<file path="config.mk">
export PLATFORM = sky130hd
export DESIGN_NAME = abc80_keyboard
export DESIGN_NICKNAME = d
export VERILOG_FILES = /design/src/design/abc80_key_pkg.sv /design/src/design/ps2_key_pkg.sv /design/src/design/abc80_keyboard.sv /design/src/design/key_history.sv /design/src/design/key_decoder.sv
export SDC_FILE = /design/constraint.sdc
export NUM_CORES = 1
export LEC_CHECK = 0
export BUFFER_PORTS_ARGS = -buffer_cell sky130_fd_sc_hd__buf_4
export CAP_MARGIN = 20
export CORE_MARGIN = 2
export CORE_UTILIZATION = 64
export DETAILED_ROUTE_END_ITERATION = 10
export GPL_ROUTABILITY_DRIVEN = 0
export GPL_TIMING_DRIVEN = 0
export PLACE_DENSITY = 0.8
export SETUP_SLACK_MARGIN = 0.02
export SYNTH_ARGS = -nofsm -noshare
export SYNTH_HDL_FRONTEND = slang
export SYNTH_SLANG_ARGS = --single-unit
</file>
<file path="constraint.sdc">
create_clock -name CLK12 -period 4.4 [get_ports CLK12]
set_input_delay 0 -clock CLK12 [delete_from_list [all_inputs] [get_ports CLK12]]
set_output_delay 0 -clock CLK12 [all_outputs]
set_load 0.005 [all_outputs]
</file>
<file path="src/design/abc80_key_pkg.sv">
/*
 * ABC80 keyboard port definitions
 * Character codes seen by the CPU, the key entry word
 * and the sizing of the key history ring
 */

`default_nettype none

package abc80_key_pkg;

	// ========================================================================
	// Key entry as read on the PIO port A
	// ========================================================================

	typedef struct packed {
		logic       down;                      // Key held
		logic [6:0] code;                      // 7-bit ABC80 character
	} key_entry_t;

	// History ring
	localparam int HIST_DEPTH  = 8;
	localparam int HIST_IDX_W  = 3;
	localparam int READ_PACE_W = 8;            // One read step per 256 clocks

	// Letters are stored upper case, this bit makes them lower case
	localparam logic [6:0] CASE_BIT_MASK = 7'h20;

	// ========================================================================
	// Control characters
	// ========================================================================

	localparam logic [6:0] CH_SOH = 7'h01;     // Ctrl+A
	localparam logic [6:0] CH_ETX = 7'h03;     // Ctrl+C, break
	localparam logic [6:0] CH_BS  = 7'h08;     // Cursor left
	localparam logic [6:0] CH_TAB = 7'h09;     // Cursor right
	localparam logic [6:0] CH_CR  = 7'h0D;
	localparam logic [6:0] CH_CAN = 7'h18;     // Ctrl+X
	localparam logic [6:0] CH_DEL = 7'h7F;

endpackage

`default_nettype wire

</file>
<file path="src/design/ps2_key_pkg.sv">
/*
 * PS/2 keyboard input definitions
 * Scan codes used by the ABC80 key decoder and the
 * key event word delivered by the host once per strobe
 */

`default_nettype none

package ps2_key_pkg;

	// ========================================================================
	// Incoming key event
	// ========================================================================

	typedef struct packed {
		logic       pressed;                   // 1 = make, 0 = break
		logic       extended;                  // E0 prefix seen
		logic [7:0] code;                      // Set 2 scan code
	} ps2_key_t;

	// ========================================================================
	// Scan codes, set 2
	// ========================================================================

	// Modifiers
	localparam logic [7:0] SC_LSHIFT = 8'h12;
	localparam logic [7:0] SC_RSHIFT = 8'h59;
	localparam logic [7:0] SC_CTRL   = 8'h14;  // Left ctrl, right ctrl with E0
	localparam logic [7:0] SC_CAPS   = 8'h58;

	// Editing and layout keys
	localparam logic [7:0] SC_ENTER  = 8'h5A;  // Main and keypad enter
	localparam logic [7:0] SC_SPACE  = 8'h29;
	localparam logic [7:0] SC_BKSP   = 8'h66;
	localparam logic [7:0] SC_GRAVE  = 8'h0E;  // Key left of 1

	// Arrow block, only valid with the extended flag
	// Same codes as keypad 4 and 6 without it
	localparam logic [7:0] SC_LEFT   = 8'h6B;
	localparam logic [7:0] SC_RIGHT  = 8'h74;

endpackage

`default_nettype wire
</file>
<file path="src/design/abc80_keyboard.sv">
/*
 * ABC80 keyboard path, top level
 * PS/2 key events in, paced key port and caps state out
 */

`timescale 1ns/1ps
`default_nettype none

module abc80_keyboard (
	input  logic                      CLK12,
	input  logic                      RESET,
	input  logic                      key_strobe,
	input  ps2_key_pkg::ps2_key_t     key_in,
	output abc80_key_pkg::key_entry_t key_port,
	output logic                      upcase
);

	abc80_key_pkg::key_entry_t key_state;
	logic                      key_update;

	key_decoder decoder_i (
		.CLK12      (CLK12),
		.RESET      (RESET),
		.key_strobe (key_strobe),
		.key_in     (key_in),
		.key_state  (key_state),
		.key_update (key_update),
		.upcase     (upcase)
	);

	key_history history_i (
		.CLK12      (CLK12),
		.RESET      (RESET),
		.key_state  (key_state),
		.key_update (key_update),
		.key_port   (key_port)
	);

endmodule

`default_nettype wire

</file>
<file path="src/design/key_history.sv">
/*
 * ABC80 key history ring
 * Eight entries of key state changes, with a release inserted between
 * two presses, read out slowly so the CPU sees every entry
 */

`timescale 1ns/1ps
`default_nettype none

module key_history (
	input  logic                      CLK12,
	input  logic                      RESET,
	input  abc80_key_pkg::key_entry_t key_state,
	input  logic                      key_update,
	output abc80_key_pkg::key_entry_t key_port
);

	abc80_key_pkg::key_entry_t ring [abc80_key_pkg::HIST_DEPTH];
	abc80_key_pkg::key_entry_t last_entry;
	abc80_key_pkg::key_entry_t release_entry;

	logic [abc80_key_pkg::HIST_IDX_W-1:0]  wr_idx;  // Last written slot
	logic [abc80_key_pkg::HIST_IDX_W-1:0]  rd_idx;
	logic [abc80_key_pkg::HIST_IDX_W-1:0]  wr_next1;
	logic [abc80_key_pkg::HIST_IDX_W-1:0]  wr_next2;
	logic [abc80_key_pkg::READ_PACE_W-1:0] pace_cnt;

	assign last_entry = ring[wr_idx];
	assign release_entry = '{down: 1'b0, code: last_entry.code};
	assign wr_next1 = wr_idx + 1'b1;
	assign wr_next2 = wr_idx + 2'd2;

	// ========================================================================
	// Write side and paced read pointer
	// ========================================================================

	always_ff @(posedge CLK12) begin
		if (RESET) begin
			for (int i = 0; i < abc80_key_pkg::HIST_DEPTH; i++) begin
				ring[i] <= '0;
			end
			wr_idx <= '0;
			rd_idx <= '0;
			pace_cnt <= '0;
		end else begin
			if (key_update && key_state != last_entry) begin
				if (key_state.down && last_entry.down) begin
					ring[wr_next1] <= release_entry;   // Synthetic key up
					ring[wr_next2] <= key_state;
					wr_idx <= wr_next2;
				end else begin
					ring[wr_next1] <= key_state;
					wr_idx <= wr_next1;
				end
			end

			// No overflow guard, old unread entries get overwritten
			pace_cnt <= pace_cnt + 1'b1;
			if (&pace_cnt && rd_idx != wr_idx)
				rd_idx <= rd_idx + 1'b1;
		end
	end

	assign key_port = ring[rd_idx];

endmodule

`default_nettype wire

</file>
<file path="src/design/key_decoder.sv">
/*
 * ABC80 key decoder
 * Tracks shift, ctrl and caps lock from PS/2 key events and
 * translates mapped keys to ABC80 character codes with a key-down bit.
 * Signals one update after each strobe has ended.
 */

`timescale 1ns/1ps
`default_nettype none

module key_decoder (
	input  logic                      CLK12,
	input  logic                      RESET,
	input  logic                      key_strobe,
	input  ps2_key_pkg::ps2_key_t     key_in,
	output abc80_key_pkg::key_entry_t key_state,
	output logic                      key_update,
	output logic                      upcase
);

	logic       shift;
	logic       ctrl;
	logic       strobe_d;
	logic       letter_hit;
	logic [6:0] letter_base;                   // Upper-case form
	logic       sym_hit;
	logic [13:0] sym_pair;                     // {plain, shifted}
	logic       kp_hit;
	logic [6:0] kp_code;
	logic       map_hit;
	logic [6:0] map_code;

	// ========================================================================
	// Lookup tables, non-extended codes
	// ========================================================================

	always_comb begin
		letter_hit = 1'b1;
		letter_base = 7'h00;
		case (key_in.code)
			8'h1C: letter_base = 7'h41;        // A
			8'h32: letter_base = 7'h42;        // B
			8'h21: letter_base = 7'h43;        // C
			8'h23: letter_base = 7'h44;
			8'h24: letter_base = 7'h45;
			8'h2B: letter_base = 7'h46;
			8'h34: letter_base = 7'h47;
			8'h33: letter_base = 7'h48;
			8'h43: letter_base = 7'h49;
			8'h3B: letter_base = 7'h4A;
			8'h42: letter_base = 7'h4B;
			8'h4B: letter_base = 7'h4C;
			8'h3A: letter_base = 7'h4D;
			8'h31: letter_base = 7'h4E;
			8'h44: letter_base = 7'h4F;
			8'h4D: letter_base = 7'h50;
			8'h15: letter_base = 7'h51;
			8'h2D: letter_base = 7'h52;
			8'h1B: letter_base = 7'h53;
			8'h2C: letter_base = 7'h54;
			8'h3C: letter_base = 7'h55;
			8'h2A: letter_base = 7'h56;
			8'h1D: letter_base = 7'h57;
			8'h22: letter_base = 7'h58;        // X
			8'h35: letter_base = 7'h59;
			8'h1A: letter_base = 7'h5A;        // Z
			8'h55: letter_base = 7'h40;        // National letters from here
			8'h54: letter_base = 7'h5D;
			8'h5B: letter_base = 7'h5E;
			8'h4C: letter_base = 7'h5C;
			8'h52: letter_base = 7'h5B;
			default: letter_hit = 1'b0;
		endcase
	end

	// Digit row and punctuation, plain code then shifted code
	always_comb begin
		sym_hit = 1'b1;
		sym_pair = 14'h0000;
		case (key_in.code)
			8'h16: sym_pair = {7'h31, 7'h21};  // 1 !
			8'h1E: sym_pair = {7'h32, 7'h22};
			8'h26: sym_pair = {7'h33, 7'h23};
			8'h25: sym_pair = {7'h34, 7'h24};
			8'h2E: sym_pair = {7'h35, 7'h25};
			8'h36: sym_pair = {7'h36, 7'h26};
			8'h3D: sym_pair = {7'h37, 7'h2F};  // 7 /
			8'h3E: sym_pair = {7'h38, 7'h28};
			8'h46: sym_pair = {7'h39, 7'h29};
			8'h45: sym_pair = {7'h30, 7'h3D};  // 0 =
			8'h41: sym_pair = {7'h2C, 7'h3B};  // , ;
			8'h49: sym_pair = {7'h2E, 7'h3A};
			8'h4A: sym_pair = {7'h2D, 7'h5F};
			8'h4E: sym_pair = {7'h2B, 7'h3F};
			8'h5D: sym_pair = {7'h27, 7'h2A};
			ps2_key_pkg::SC_GRAVE: sym_pair = {7'h3C, 7'h3E};
			default: sym_hit = 1'b0;
		endcase
	end

	always_comb begin
		kp_hit = 1'b1;
		kp_code = 7'h00;
		case (key_in.code)
			8'h70: kp_code = 7'h30;            // Keypad 0
			8'h69: kp_code = 7'h31;
			8'h72: kp_code = 7'h32;
			8'h7A: kp_code = 7'h33;
			8'h6B: kp_code = 7'h34;
			8'h73: kp_code = 7'h35;
			8'h74: kp_code = 7'h36;
			8'h6C: kp_code = 7'h37;
			8'h75: kp_code = 7'h38;
			8'h7D: kp_code = 7'h39;            // Keypad 9
			default: kp_hit = 1'b0;
		endcase
	end

	// ========================================================================
	// Final code selection
	// ========================================================================

	always_comb begin
		map_hit = 1'b1;
		map_code = 7'h00;
		if (ctrl) begin
			if (!key_in.extended && letter_hit && letter_base == 7'h43)
				map_code = abc80_key_pkg::CH_ETX;
			else if (!key_in.extended && letter_hit && letter_base == 7'h58)
				map_code = abc80_key_pkg::CH_CAN;
			else if (!key_in.extended && letter_hit && letter_base == 7'h41)
				map_code = abc80_key_pkg::CH_SOH;
			else if (!key_in.extended && key_in.code == ps2_key_pkg::SC_GRAVE)
				map_code = abc80_key_pkg::CH_DEL;
			else
				map_hit = 1'b0;
		end else if (!key_in.extended && letter_hit) begin
			map_code = letter_base |
				(shift == upcase ? abc80_key_pkg::CASE_BIT_MASK : 7'h00);
		end else if (!key_in.extended && sym_hit) begin
			map_code = shift ? sym_pair[6:0] : sym_pair[13:7];
		end else if (shift) begin
			map_hit = 1'b0;                    // Rest is unshifted only
		end else if (!key_in.extended && kp_hit) begin
			map_code = kp_code;
		end else begin
			case ({key_in.extended, key_in.code})
				{1'b0, ps2_key_pkg::SC_ENTER},
				{1'b1, ps2_key_pkg::SC_ENTER}: map_code = abc80_key_pkg::CH_CR;
				{1'b0, ps2_key_pkg::SC_SPACE}: map_code = 7'h20;
				{1'b0, ps2_key_pkg::SC_BKSP}: map_code = abc80_key_pkg::CH_BS;
				{1'b1, ps2_key_pkg::SC_LEFT}: map_code = abc80_key_pkg::CH_BS;
				{1'b1, ps2_key_pkg::SC_RIGHT}: map_code = abc80_key_pkg::CH_TAB;
				default: map_hit = 1'b0;
			endcase
		end
	end

	// Modifier and key state
	always_ff @(posedge CLK12) begin
		if (RESET) begin
			shift <= 1'b0;
			ctrl <= 1'b0;
			upcase <= 1'b0;
			strobe_d <= 1'b0;
			key_state <= '0;
		end else begin
			strobe_d <= key_strobe;
			if (key_strobe) begin
				if (!key_in.extended && (key_in.code == ps2_key_pkg::SC_LSHIFT ||
						key_in.code == ps2_key_pkg::SC_RSHIFT))
					shift <= key_in.pressed;
				if (key_in.code == ps2_key_pkg::SC_CTRL)
					ctrl <= key_in.pressed;    // Either ctrl key
				if (!key_in.extended && key_in.code == ps2_key_pkg::SC_CAPS && key_in.pressed)
					upcase <= ~upcase;
				if (map_hit)
					key_state <= '{down: key_in.pressed, code: map_code};
			end
		end
	end

	assign key_update = strobe_d & ~key_strobe;   // Falling edge of strobe

endmodule

`default_nettype wire

</file>
==> metrics.yaml <==
route:
  first_pass_iters: 7
  ant_nets: 0
  vias: 6323
  drt_iter0_drc: 755
  routed_via_density: 7.40
  wl_per_cell_um: 24.3
  finalWirelength_um: 20800
  drc: 0
flow_run:
  maxCapViolations: 0
placed_design:
  place_area_sq_um: 7400
  hpwl_um: 15100
  pre_cts_ws_ps: 640
  port_buffers: 19
yosys:
  yosys.area.top_type: "edfxtp_1"
  yosysMostFrequentCell: "edfxtp_1"
  synth_nets: 697
  synth-edff-count: 64
  synth_area_leaders: "edfxtp_1, dfxtp_1, mux4_2, a22o_1, mux2i_1"
  synth_ff_type: "edfxtp_1"
  yosysSeqAreaShare_pct: 36.2
  yosys_warnings: 0
  syn-instance-count: 676
  avgSynthCellArea_sq_um: 10.5
  synth_cell_types: 78
  synthArstFlopShare_pct: 0
  yosysTopAreaCellShare_pct: 27.2
  syn_area_sq_um: 7070
  synth_common_cells: "edfxtp_1, a22o_1, nor2_1, dfxtp_1, nand2_1"
  ys_ff_latch: 96
timing:
  relSlewSlack_pct: 27.7
  setup_ws_ps: 602
  setup-violations-final: 0
  timing_hold_violations_final: 0
  fin_tns_setup_ps: 0
  period_share_pct: 86.3
  period_needed_ps: 3800
  tightest_slew_ps: 1070
  fmax_mhz: 263
  fin_worst_skew_ps: 16.9
  maxSlewViolCount: 0
  rsz0062_at_grt: "no"
final_layout:
  final_nets: 731
  num_antenna_cells: 0
  layout-drive-gt1-share_pct: 16.9
  syn_to_final_growth_pct: 8.00
  final_cell_area_sq_um: 7640
floorplan:
  fp-row-count: 38
  pin_count: 22
  start_util_pct: 65.5
  fp.coreArea_sq_um: 10800
  fp.dieW_um: 109
  dieArea_sq_um: 11900
  dieHeight_um: 109
clocking:
  cts-root-buf: "clkbuf_8"
  cts_buffer_depth: 2
  cts.clk_slew.worst_paths_ps: 90
  cts_buffers: 9
  clkSinkCount: 96
  post_cts_buffers: 0
  cts_tree: "yes"
  clock_latency_ps: 380
  htreeDepth: 3
pwr:
  swShare_pct: 26.8
  cell_internal_pwr_mw: 1.42
  p_clk_share_pct: 33.0
  power.leakage_nw: 2.74
  p_sw_mw: 0.521
  pwr-share-comb_pct: 15.4
  finalPower_mw: 1.95
  pwr_density_cell_nw_per_um2: 255
  seq_power_share_pct: 51.6
  ir_worst_vdd_v: 0.000142
hold_path:
  hp-class: "in2reg"
  min_path_cells: 3
worst_setup_path:
  required_ps: 4450
  worstSetupPathType: "reg2reg"
  arrival_ps: 3840
  worst_setup_path_start_kind: "flop"
  worst-path-max-fanout: 10
  ff2ff_path_depth: 12
  cp-end-kind: "flop"
global_routing:
  grt_pass1_vias: 6183
  grt_overflow: 0
  antenna_found_initial: 0
  grt_pass1_wl_um: 32400
  grt_max_degree: 17
  track_usage_pct: 36.2
run_status:
  outcome: "complete, no violations"
-- metrics by stage --
stage,instances,hold WS (ps),util [%]
final,855,179,70.8
after global routing,855,189,70.8
after CTS,855,174,70.8
after detailed placement,837,288,68.6
after global placement,835,279,68.5
after floorplan,676,144,-
-- final cells by class --
class	count	area (sq um)
Fill cell	792	3150
Tap cell	140	175
Buffer	70	388
Clock buffer	10	128
Multi-Input combinational cell	493	4060
Clock inverter	6	91.3
Timing Repair Buffer	23	171
Sequential cell	96	2560
Inverter	17	63.8
-- flip-flops by register name, summed over array words and instances, names as in the netlist, named ones only --
register and cells:
history_i.wr_idx 3, decoder_i.shift 1, decoder_i.ctrl 1, history_i.pace_cnt 8, decoder_i.upcase 1, history_i.ring 64
decoder_i.strobe_d 1, decoder_i.key_state 8, history_i.rd_idx 3
-- layout by cell type (no fill, tap or decap), types with 6 or more instances in the layout --
master and instances:
edfxtp_1 64, a22o_1 61, nor2_1 43, dfxtp_1 32, nand2_1 29, clkbuf_1 29
buf_4 26, mux4_2 26, mux2i_1 24, a21oi_1 24, inv_1 17, buf_2 17
nand2b_1 16, xnor2_1 15, nor2b_1 15, nand3_1 15, and3_1 14, o21ai_0 14
or3_1 13, mux2_2 12, buf_1 11, clkbuf_8 10, o31ai_1 10, and4_1 8
xor2_1 8, nor3_1 8, ha_1 8, buf_6 7, mux4_1 6, o211ai_1 6
-- repair_timing --
item,4_1_cts,5_1_grt
hold buffers,2,0
gates resized for setup,0,0
hold endpoints to repair,4,0
-- critical path, stage by stage (launching register included) --
cell     delay (ps)
dfxtp_1         330
buf_6           170
buf_12          170
mux4_2          530
mux2_2          280
ha_1            290
nor4_1          270
a21oi_1         160
buf_6           180
buf_6           130
and4_1          180
buf_2           200
or3_1           560
-- power by group through the flow --
stage	Combinational [mW]	Sequential, mW	Clock, mW
2_1_floorplan	0.202	1.02	0
3_5_place_dp	0.285	1.02	0
4_1_cts	0.288	1.00	0.642
6_report	0.299	1.00	0.643
3_3_place_gp	0.278	1.02	0
5_1_grt	0.316	1.01	0.674
-- kinds of logic (layout without fill, tap and decap cells) --
kind of cell,after synthesis,count (layout),synth area share [%]
flops,96,96,36.2
xor+xnor,23,23,2.85
mux,68,68,15.8
compound gates,187,187,20.5
buf+inv,87,126,6.39
fa+ha+maj,8,8,1.42
simple gates,207,207,16.8
-- final timing paths --
path / start / end / slack, ps
setup / recovery: flop / history_i.ring[5][4] / 600
hold / removal: RESET / flop / 180
setup reg to reg: flop / history_i.ring[5][4] / 600
hold reg to reg: history_i.pace_cnt[0] / history_i.pace_cnt[0] / 450
-- layer usage --
metal | part of all wire (%) | track usage [%] | up-vias
met5 | 0 | 0 | -
met2 | 48 | 59.1 | 503
met1 | 36 | 44.6 | 2967
met4 | 5.7 | 19.6 | 0
li1 | - | - | 2737
met3 | 10 | 7.71 | 116
No activity file was read; power rests on OpenSTA's default activity.
